File: src/hdl/dma_pkg.sv
// ********************
// Shared widths, descriptor layout and FSM state encodings
// for the descriptor copy engine. Imported by every RTL module.
// ********************

`default_nettype none

package dma_pkg;

  // Word-addressed memory
  typedef logic [31:0] addr_t;
  typedef logic [31:0] word_t;

  // Copy length in words, low half of descriptor word 2
  typedef logic [15:0] len_t;

  // Descriptor layout in memory
  localparam int unsigned DescWords  = 3;
  localparam int unsigned DescSrcIdx = 0;
  localparam int unsigned DescDstIdx = 1;
  localparam int unsigned DescLenIdx = 2;

  typedef enum logic [1:0] {
    FE_IDLE,
    FE_FETCH,    // Request strobe for one descriptor word
    FE_WAIT_RSP,
    FE_HANDOFF   // Descriptor complete, waiting for an idle backend
  } fe_state_t;

  typedef enum logic [2:0] {
    BE_IDLE,
    BE_READ,
    BE_WAIT_READ,
    BE_WRITE,
    BE_WAIT_WRITE
  } be_state_t;

endpackage : dma_pkg

`default_nettype wire
File: src/hdl/dma_desc_top.sv
// ********************
// Top level of the descriptor copy engine. Frontend and backend
// share the single memory port through the arbiter
// ********************

`timescale 1ns/1ps
`default_nettype none

module dma_desc_top import dma_pkg::*; #(
  parameter int unsigned DescFifoDepth = 4
) (
  input  wire logic  i_idma_backend,
  input  wire logic  arst_n_i,
  input  wire logic  desc_post_i,
  input  wire addr_t desc_addr_i,
  output logic       mem_req_o,
  output logic       mem_we_o,
  output addr_t      mem_addr_o,
  output word_t      mem_wdata_o,
  input  wire logic  mem_rsp_i,
  input  wire word_t mem_rdata_i,
  output logic       irq_o,
  output logic       desc_drop_o,
  output logic       busy_o
);

  logic  fe_req, fe_rsp;
  addr_t fe_addr;
  logic  be_req, be_we, be_rsp;
  addr_t be_addr;
  word_t be_wdata;
  word_t rsp_data;

  logic  desc_start, desc_done;
  addr_t desc_src, desc_dst;
  len_t  desc_len;

  dma_desc_frontend #(
    .DescFifoDepth ( DescFifoDepth )
  ) u_frontend (
    .i_idma_backend ( i_idma_backend ),
    .arst_n_i       ( arst_n_i       ),
    .desc_post_i    ( desc_post_i    ),
    .desc_addr_i    ( desc_addr_i    ),
    .mem_rsp_i      ( fe_rsp         ),
    .rsp_data_i     ( rsp_data       ),
    .desc_done_i    ( desc_done      ),
    .mem_req_o      ( fe_req         ),
    .mem_addr_o     ( fe_addr        ),
    .desc_start_o   ( desc_start     ),
    .desc_src_o     ( desc_src       ),
    .desc_dst_o     ( desc_dst       ),
    .desc_len_o     ( desc_len       ),
    .irq_o          ( irq_o          ),
    .desc_drop_o    ( desc_drop_o    ),
    .busy_o         ( busy_o         )
  );

  dma_copy_backend u_backend (
    .i_idma_backend ( i_idma_backend ),
    .arst_n_i       ( arst_n_i       ),
    .desc_start_i   ( desc_start     ),
    .desc_src_i     ( desc_src       ),
    .desc_dst_i     ( desc_dst       ),
    .desc_len_i     ( desc_len       ),
    .mem_rsp_i      ( be_rsp         ),
    .rsp_data_i     ( rsp_data       ),
    .mem_req_o      ( be_req         ),
    .mem_we_o       ( be_we          ),
    .mem_addr_o     ( be_addr        ),
    .mem_wdata_o    ( be_wdata       ),
    .desc_done_o    ( desc_done      )
  );

  dma_mem_arbiter u_arbiter (
    .i_idma_backend ( i_idma_backend ),
    .arst_n_i       ( arst_n_i       ),
    .fe_req_i       ( fe_req         ),
    .fe_addr_i      ( fe_addr        ),
    .be_req_i       ( be_req         ),
    .be_we_i        ( be_we          ),
    .be_addr_i      ( be_addr        ),
    .be_wdata_i     ( be_wdata       ),
    .mem_rsp_i      ( mem_rsp_i      ),
    .mem_rdata_i    ( mem_rdata_i    ),
    .fe_rsp_o       ( fe_rsp         ),
    .be_rsp_o       ( be_rsp         ),
    .rsp_data_o     ( rsp_data       ),
    .mem_req_o      ( mem_req_o      ),
    .mem_we_o       ( mem_we_o       ),
    .mem_addr_o     ( mem_addr_o     ),
    .mem_wdata_o    ( mem_wdata_o    )
  );

endmodule : dma_desc_top

`default_nettype wire

File: src/hdl/dma_desc_frontend.sv
// ********************
// Descriptor frontend. Queues posted descriptor addresses, fetches
// each descriptor and hands it to the copy backend, raises irq_o
// ********************

`timescale 1ns/1ps
`default_nettype none

module dma_desc_frontend import dma_pkg::*; #(
  parameter int unsigned DescFifoDepth = 4
) (
  input  wire logic  i_idma_backend,
  input  wire logic  arst_n_i,
  input  wire logic  desc_post_i,
  input  wire addr_t desc_addr_i,
  input  wire logic  mem_rsp_i,
  input  wire word_t rsp_data_i,
  input  wire logic  desc_done_i,
  output logic       mem_req_o,
  output addr_t      mem_addr_o,
  output logic       desc_start_o,
  output addr_t      desc_src_o,
  output addr_t      desc_dst_o,
  output len_t       desc_len_o,
  output logic       irq_o,
  output logic       desc_drop_o,
  output logic       busy_o
);

  localparam int unsigned PtrW = (DescFifoDepth > 1) ? $clog2(DescFifoDepth) : 1;
  localparam int unsigned CntW = $clog2(DescFifoDepth + 1);
  localparam int unsigned IdxW = $clog2(DescWords);

  addr_t           fifo_q [DescFifoDepth];
  logic [PtrW-1:0] wr_ptr_q, rd_ptr_q;
  logic [CntW-1:0] cnt_q;
  logic            fifo_full, fifo_empty;
  logic            push, pop;

  fe_state_t       state_q;
  logic [IdxW-1:0] idx_q;
  addr_t           base_q;
  logic            be_busy_q;

  assign fifo_full  = (cnt_q == CntW'(DescFifoDepth));
  assign fifo_empty = (cnt_q == '0);
  assign push       = desc_post_i && !fifo_full;
  assign pop        = (state_q == FE_IDLE) && !fifo_empty;

  always_ff @(posedge i_idma_backend) begin
    if (push) fifo_q[wr_ptr_q] <= desc_addr_i;
  end

  always_ff @(posedge i_idma_backend or negedge arst_n_i) begin
    if (!arst_n_i) begin
      wr_ptr_q <= '0;
      rd_ptr_q <= '0;
      cnt_q    <= '0;
    end else begin
      if (push) wr_ptr_q <= (wr_ptr_q == PtrW'(DescFifoDepth - 1)) ? '0 : wr_ptr_q + 1'b1;
      if (pop)  rd_ptr_q <= (rd_ptr_q == PtrW'(DescFifoDepth - 1)) ? '0 : rd_ptr_q + 1'b1;
      if (push && !pop) cnt_q <= cnt_q + 1'b1;
      else if (pop && !push) cnt_q <= cnt_q - 1'b1;
    end
  end

  // Fetch FSM, one word request outstanding at a time
  always_ff @(posedge i_idma_backend or negedge arst_n_i) begin
    if (!arst_n_i) begin
      state_q <= FE_IDLE;
      idx_q   <= '0;
    end else begin
      case (state_q)
        FE_IDLE: if (pop) begin
          idx_q   <= '0;
          state_q <= FE_FETCH;
        end
        FE_FETCH: state_q <= FE_WAIT_RSP;
        FE_WAIT_RSP: if (mem_rsp_i) begin
          if (idx_q == IdxW'(DescWords - 1)) begin
            state_q <= FE_HANDOFF;
          end else begin
            idx_q   <= idx_q + 1'b1;
            state_q <= FE_FETCH;
          end
        end
        FE_HANDOFF: if (!be_busy_q) state_q <= FE_IDLE;
        default: state_q <= FE_IDLE;
      endcase
    end
  end

  // Holding registers for the descriptor being fetched
  always_ff @(posedge i_idma_backend) begin
    if (pop) base_q <= fifo_q[rd_ptr_q];
    if (state_q == FE_WAIT_RSP && mem_rsp_i) begin
      if (idx_q == IdxW'(DescSrcIdx)) desc_src_o <= rsp_data_i;
      if (idx_q == IdxW'(DescDstIdx)) desc_dst_o <= rsp_data_i;
      if (idx_q == IdxW'(DescLenIdx)) desc_len_o <= rsp_data_i[$bits(len_t)-1:0];
    end
  end

  assign mem_req_o    = (state_q == FE_FETCH);
  assign mem_addr_o   = base_q + addr_t'(idx_q);
  assign desc_start_o = (state_q == FE_HANDOFF) && !be_busy_q;

  always_ff @(posedge i_idma_backend or negedge arst_n_i) begin
    if (!arst_n_i) begin
      be_busy_q   <= 1'b0;
      irq_o       <= 1'b0;
      desc_drop_o <= 1'b0;
    end else begin
      if (desc_start_o)     be_busy_q <= 1'b1;
      else if (desc_done_i) be_busy_q <= 1'b0;
      irq_o       <= desc_done_i;
      desc_drop_o <= desc_post_i && fifo_full; // Post lost, queue full
    end
  end

  assign busy_o = !fifo_empty || (state_q != FE_IDLE) || be_busy_q;

endmodule : dma_desc_frontend

`default_nettype wire

File: src/hdl/dma_copy_backend.sv
// ********************
// Copy backend. Moves one descriptor word by word, a read of the
// source followed by a write to the destination for each word
// ********************

`timescale 1ns/1ps
`default_nettype none

module dma_copy_backend import dma_pkg::*; (
  input  wire logic  i_idma_backend,
  input  wire logic  arst_n_i,
  input  wire logic  desc_start_i,
  input  wire addr_t desc_src_i,
  input  wire addr_t desc_dst_i,
  input  wire len_t  desc_len_i,
  input  wire logic  mem_rsp_i,
  input  wire word_t rsp_data_i,
  output logic       mem_req_o,
  output logic       mem_we_o,
  output addr_t      mem_addr_o,
  output word_t      mem_wdata_o,
  output logic       desc_done_o
);

  be_state_t state_q;
  addr_t     src_q, dst_q;
  len_t      len_q;
  len_t      cnt_q;   // Index of the word in flight
  word_t     data_q;
  logic      last_word;

  assign last_word = (cnt_q == len_q - 1'b1);

  always_ff @(posedge i_idma_backend or negedge arst_n_i) begin
    if (!arst_n_i) begin
      state_q     <= BE_IDLE;
      cnt_q       <= '0;
      desc_done_o <= 1'b0;
    end else begin
      desc_done_o <= 1'b0;
      case (state_q)
        BE_IDLE: if (desc_start_i) begin
          cnt_q <= '0;
          if (desc_len_i == '0) desc_done_o <= 1'b1; // Nothing to move
          else                  state_q     <= BE_READ;
        end
        BE_READ:      state_q <= BE_WAIT_READ;
        BE_WAIT_READ: if (mem_rsp_i) state_q <= BE_WRITE;
        BE_WRITE:     state_q <= BE_WAIT_WRITE;
        BE_WAIT_WRITE: if (mem_rsp_i) begin
          if (last_word) begin
            desc_done_o <= 1'b1;
            state_q     <= BE_IDLE;
          end else begin
            cnt_q   <= cnt_q + 1'b1;
            state_q <= BE_READ;
          end
        end
        default: state_q <= BE_IDLE;
      endcase
    end
  end

  // Descriptor fields and the word in transit
  always_ff @(posedge i_idma_backend) begin
    if (state_q == BE_IDLE && desc_start_i) begin
      src_q <= desc_src_i;
      dst_q <= desc_dst_i;
      len_q <= desc_len_i;
    end
    if (state_q == BE_WAIT_READ && mem_rsp_i) data_q <= rsp_data_i;
  end

  assign mem_req_o   = (state_q == BE_READ) || (state_q == BE_WRITE);
  assign mem_we_o    = (state_q == BE_WRITE);
  assign mem_addr_o  = (mem_we_o ? dst_q : src_q) + addr_t'(cnt_q);
  assign mem_wdata_o = data_q;

endmodule : dma_copy_backend

`default_nettype wire

File: src/hdl/dma_mem_arbiter.sv
// ********************
// Two-client memory arbiter. Holds one pending request per client,
// keeps one request in flight and steers the response to its owner
// ********************

`timescale 1ns/1ps
`default_nettype none

module dma_mem_arbiter import dma_pkg::*; (
  input  wire logic  i_idma_backend,
  input  wire logic  arst_n_i,
  input  wire logic  fe_req_i,
  input  wire addr_t fe_addr_i,
  input  wire logic  be_req_i,
  input  wire logic  be_we_i,
  input  wire addr_t be_addr_i,
  input  wire word_t be_wdata_i,
  input  wire logic  mem_rsp_i,
  input  wire word_t mem_rdata_i,
  output logic       fe_rsp_o,
  output logic       be_rsp_o,
  output word_t      rsp_data_o,
  output logic       mem_req_o,
  output logic       mem_we_o,
  output addr_t      mem_addr_o,
  output word_t      mem_wdata_o
);

  logic  fe_pend_q, be_pend_q;
  addr_t fe_addr_q, be_addr_q;
  logic  be_we_q;
  word_t be_wdata_q;
  logic  out_q;       // Request in flight on the memory port
  logic  owner_q;     // 1 when the backend owns it
  logic  last_be_q;   // Backend was granted last
  logic  grant_fe, grant_be;

  // Round robin when both are waiting
  assign grant_fe = !out_q && fe_pend_q && (!be_pend_q || last_be_q);
  assign grant_be = !out_q && be_pend_q && (!fe_pend_q || !last_be_q);

  always_ff @(posedge i_idma_backend) begin
    if (fe_req_i) fe_addr_q <= fe_addr_i;
    if (be_req_i) begin
      be_we_q    <= be_we_i;
      be_addr_q  <= be_addr_i;
      be_wdata_q <= be_wdata_i;
    end
  end

  always_ff @(posedge i_idma_backend or negedge arst_n_i) begin
    if (!arst_n_i) begin
      fe_pend_q <= 1'b0;
      be_pend_q <= 1'b0;
      out_q     <= 1'b0;
      owner_q   <= 1'b0;
      last_be_q <= 1'b0;
    end else begin
      if (fe_req_i)      fe_pend_q <= 1'b1;
      else if (grant_fe) fe_pend_q <= 1'b0;
      if (be_req_i)      be_pend_q <= 1'b1;
      else if (grant_be) be_pend_q <= 1'b0;

      if (grant_fe || grant_be) begin
        out_q     <= 1'b1;
        owner_q   <= grant_be;
        last_be_q <= grant_be;
      end else if (mem_rsp_i) begin
        out_q <= 1'b0;
      end
    end
  end

  assign mem_req_o   = grant_fe || grant_be;
  assign mem_we_o    = grant_be && be_we_q;
  assign mem_addr_o  = grant_be ? be_addr_q : fe_addr_q;
  assign mem_wdata_o = be_wdata_q;

  assign fe_rsp_o   = mem_rsp_i && out_q && !owner_q;
  assign be_rsp_o   = mem_rsp_i && out_q && owner_q;
  assign rsp_data_o = mem_rdata_i;

endmodule : dma_mem_arbiter

`default_nettype wire

File: config.mk
export PLATFORM = sky130hd
export DESIGN_NAME = dma_desc_top
export DESIGN_NICKNAME = d
export VERILOG_FILES = /design/src/hdl/dma_pkg.sv /design/src/hdl/dma_desc_top.sv /design/src/hdl/dma_desc_frontend.sv /design/src/hdl/dma_copy_backend.sv /design/src/hdl/dma_mem_arbiter.sv
export SDC_FILE = /design/constraint.sdc
export NUM_CORES = 1
export LEC_CHECK = 0
export ABC_CLOCK_PERIOD_IN_PS = 21600
export BUFFER_PORTS_ARGS = -buffer_cell sky130_fd_sc_hd__buf_2
export CAP_MARGIN = 40
export CORE_MARGIN = 1
export CORE_UTILIZATION = 60
export CTS_BUF_LIST = sky130_fd_sc_hd__clkbuf_8
export DETAILED_ROUTE_END_ITERATION = 10
export PLACE_DENSITY = 0.88
export SLEW_MARGIN = 10
export SYNTH_ARGS = -nofsm -noshare
export SYNTH_HDL_FRONTEND = slang
export SYNTH_SLANG_ARGS = --single-unit
export TNS_END_PERCENT = 1
File: constraint.sdc
create_clock -name i_idma_backend -period 21.6 [get_ports i_idma_backend]
set_input_delay 6.48 -clock i_idma_backend [delete_from_list [all_inputs] [get_ports i_idma_backend]]
set_output_delay 6.48 -clock i_idma_backend [all_outputs]
set_load 0.01 [all_outputs]
==> results by group <==
Status
  • Outcome: complete, no violations

Worst setup path
  • Worst EP arrival: 2.29 ns
  • Startpoint Class: flop
  • Critical Path RT: 15.12 ns
  • Critical path class: reg2out
  • CP Max Fanout: 33
  • CP endpoint kind: output pin

Clock tree
  • CTS tree: yes
  • Count of hold-fix buffers inserted at cts: 0
  • Clk sinks: 487
  • Post-CTS Repair Setup Buffers: 0
  • Worst-path clk slew: 0.06 ns
  • Post-cts resize count: 0
  • H-tree Lvls: 3
  • TritonCTS buffer count: 76
  • Clock latency on the worst-skew pair: 0.61 ns
  • CTS root buf: clkbuf_8
  • Clock buffer depth: 3

Floorplan
  • Core footprint: 31640 um^2
  • Number of I/O pins: 137
  • Total die area: 33030 um^2
  • Initial core utilization: 61.27%
  • Die width: 181.7 um
  • Row cnt: 65
  • DIE HEIGHT: 181.7 um

Global routing
  • Global-route wire length before repair: 59400 um
  • Gr usage total: 24.07%
  • Initial antenna violation count: 4
  • Vias in the first global route: 10750
  • Gr ovfl total: 0
  • Largest net degree at the start of global routing: 47

Timing
  • Period utilisation layout: 40.61%
  • Final Critical Period: 8.772 ns
  • RSZ-0062 raised after global routing: no
  • Setup violators final: 0
  • Slew @ Worst Pin: 0.8469 ns
  • Slew HR: 43.54%
  • Clk_skew: 0.03365 ns
  • Fmax: 114.0 MHz
  • Hold Slack: 0.3980 ns
  • Fin. Hold Viols: 0
  • Worst setup margin: 12.83 ns
  • Setup TNS: 0 ns
  • Max-slew violation count: 0

Yosys
  • Avg Cell Area, Syn: 16.68 um^2
  • Register area share after synthesis: 74.47%
  • Synth Flop Type: edfxtp_1
  • Post-synthesis cell type count: 71
  • Yosys top cell area share: 69.56%
  • Cell count after synthesis: 1162
  • Post-synth EDFFs: 449
  • Mapped cell area: 19380 um^2
  • Area contributors post-synth: edfxtp_1, dfrtp_1, mux4_2, xnor2_1, nand2_1
  • Synth Register Bits: 487
  • Mapped Nets: 1262
  • Asr flop ratio synth: 7.803%
  • Synth warnings: 0
  • Synth area leader: edfxtp_1

Finish
  • Most common cell after layout, fill and taps aside: edfxtp_1
  • Layout cell share with drive strength beyond 1: 24.58%
  • Area Growth Syn to Fin: 14.20%
  • Final Util: 69.96%
  • Area of the multi-input gates: 4706 um^2
  • Most frequent cells in the layout: edfxtp_1, buf_2, nand2_1, clkbuf_8, xnor2_1
  • Layout fillers: 1959
  • Fin nets: 1465
  • Reg area: 14440 um^2

Power
  • Worst IR Drop VDD: 0.07889 mV
  • PD cells: 117.2 nW/um^2
  • Pleak: 8.033 nW

Worst hold path
  • Hold/Removal Path Class: reg2reg

Route
  • Total number of vias: 10620
  • TritonRoute pass-1 iters: 5
  • Final wirelength: 38300 um
  • Number of routed nets with antenna violations: 0
  • DR WL/cell: 20.91 um
  • Iter 0 DRT Violations: 856
  • Vias per cell: 5.797
  • Post-route DRC violation count: 0

Placed design
  • Dpl ws: 13.32 ns
  • Post-DP HPWL: 25250 um
  • I/O Buffers: 136
  • GPL Wtd Cong: 0.8883

Flow run
  • Max Cap Violations: 0
-- final cells by class --
class	instances	share of cell area, %
diodes	2	0.02261
inverters	27	0.4635
clock inverters	63	1.950
clock buffers	78	4.850
well taps	402	2.272
flip-flops and latches	487	65.22
multi-input cells	617	21.26
repair buffers	156	3.957
-- through the flow --
stage	instance area (um^2)	instances	total power, W
finish	22130	1832	0.002593
global route	22130	1831	0.002716
CTS	22130	1830	0.002611
detailed placement	20620	1689	0.001860
global placement	20560	1686	0.001823
floorplan	19380	1162	0.001671
-- cells by family (layout without fill, tap and decap cells) --
group,after synthesis,in the layout,share of synthesized area [%]
compound gates,100,100,3.441
xor+xnor,88,88,3.977
fa+ha+maj,32,32,2.182
buf+inv,58,324,1.330
flops,487,487,74.47
mux,82,82,6.539
other cells,0,2,0
simple gates,315,315,8.063
-- synthesized netlist by cell type, types with 5 or more instances --
cell type / count
o21ai_0: 24
nor2_1: 56
or3_1: 5
nor3_1: 17
buf_1: 7
nand3_1: 29
nand2b_1: 6
edfxtp_1: 449
xnor2_1: 62
mux4_2: 32
nand4_1: 20
dfrtp_1: 38
xor2_1: 26
a21oi_1: 24
mux2i_1: 16
inv_1: 27
nand2_1: 112
mux2_2: 33
a21o_1: 9
ha_1: 29
nor2b_1: 6
nor4_1: 15
clkbuf_1: 18
and3_1: 17
and2_1: 7
-- critical path, cell delays in order (launching register included) --
cell	delay [ns]
dfrtp_1	0.47
nand2_1	0.13
nand2_1	0.08
buf_4	0.44
mux2_2	0.41
buf_2	0.14
-- registers in the layout (all words and copies together), names as in the netlist, 2 cells and up --
signal	flops
u_frontend.base_q	32
u_frontend.cnt_q	3
u_backend.cnt_q	16
u_backend.dst_q	32
u_backend.src_q	32
u_arbiter.fe_addr_q	32
u_frontend.state_q	2
u_backend.mem_wdata_o	32
u_backend.len_q	16
u_frontend.desc_len_o	16
u_frontend.fifo_q	128
u_frontend.desc_dst_o	32
u_frontend.desc_src_o	32
u_arbiter.be_addr_q	32
u_backend.state_q	3
u_frontend.rd_ptr_q	2
u_arbiter.mem_wdata_o	32
u_frontend.wr_ptr_q	2
u_frontend.idx_q	2
-- routing by layer --
layer | GRT usage, % | vias to the layer above | part of all wire, %
li1 | - | 4872 | -
met2 | 39.83 | 421 | 50
met5 | 0 | - | 0.055
met3 | 6.037 | 63 | 8.0
met1 | 31.27 | 5261 | 39
met4 | 8.373 | 4 | 2.4
-- worst paths after layout --
check | slack [ns] | depth (start not counted) | from | to
worst max-delay path | 12.83 | 5 | u_arbiter.owner_q$_DFFE_PN0P_ | mem_addr_o[17]
min in group asynchronous | 5.68 | 1 | arst_n_i | u_frontend.irq_o$_DFF_PN0_
worst min-delay path | 0.40 | 0 | u_backend.desc_done_o$_DFF_PN0_ | u_frontend.irq_o$_DFF_PN0_
worst min register to register | 0.40 | 0 | u_backend.desc_done_o$_DFF_PN0_ | u_frontend.irq_o$_DFF_PN0_
max in group asynchronous | 15.49 | 2 | arst_n_i | u_backend.cnt_q[13]$_DFFE_PN0P_
worst max register to register | 16.70 | 18 | u_backend.state_q[2]$_DFFE_PN0P_ | u_arbiter.be_addr_q[20]$_DFFE_PP_
-- power by group --
part	switching, W	leakage, nW	internal [W]
Clock	0.000359	0.821	0.000394
Combinational	0.000293	2.64	0.000215
Sequential	0.0000972	4.57	0.00123
Total	0.000749	8.03	0.00184
No activity file was read; power rests on OpenSTA's default activity.
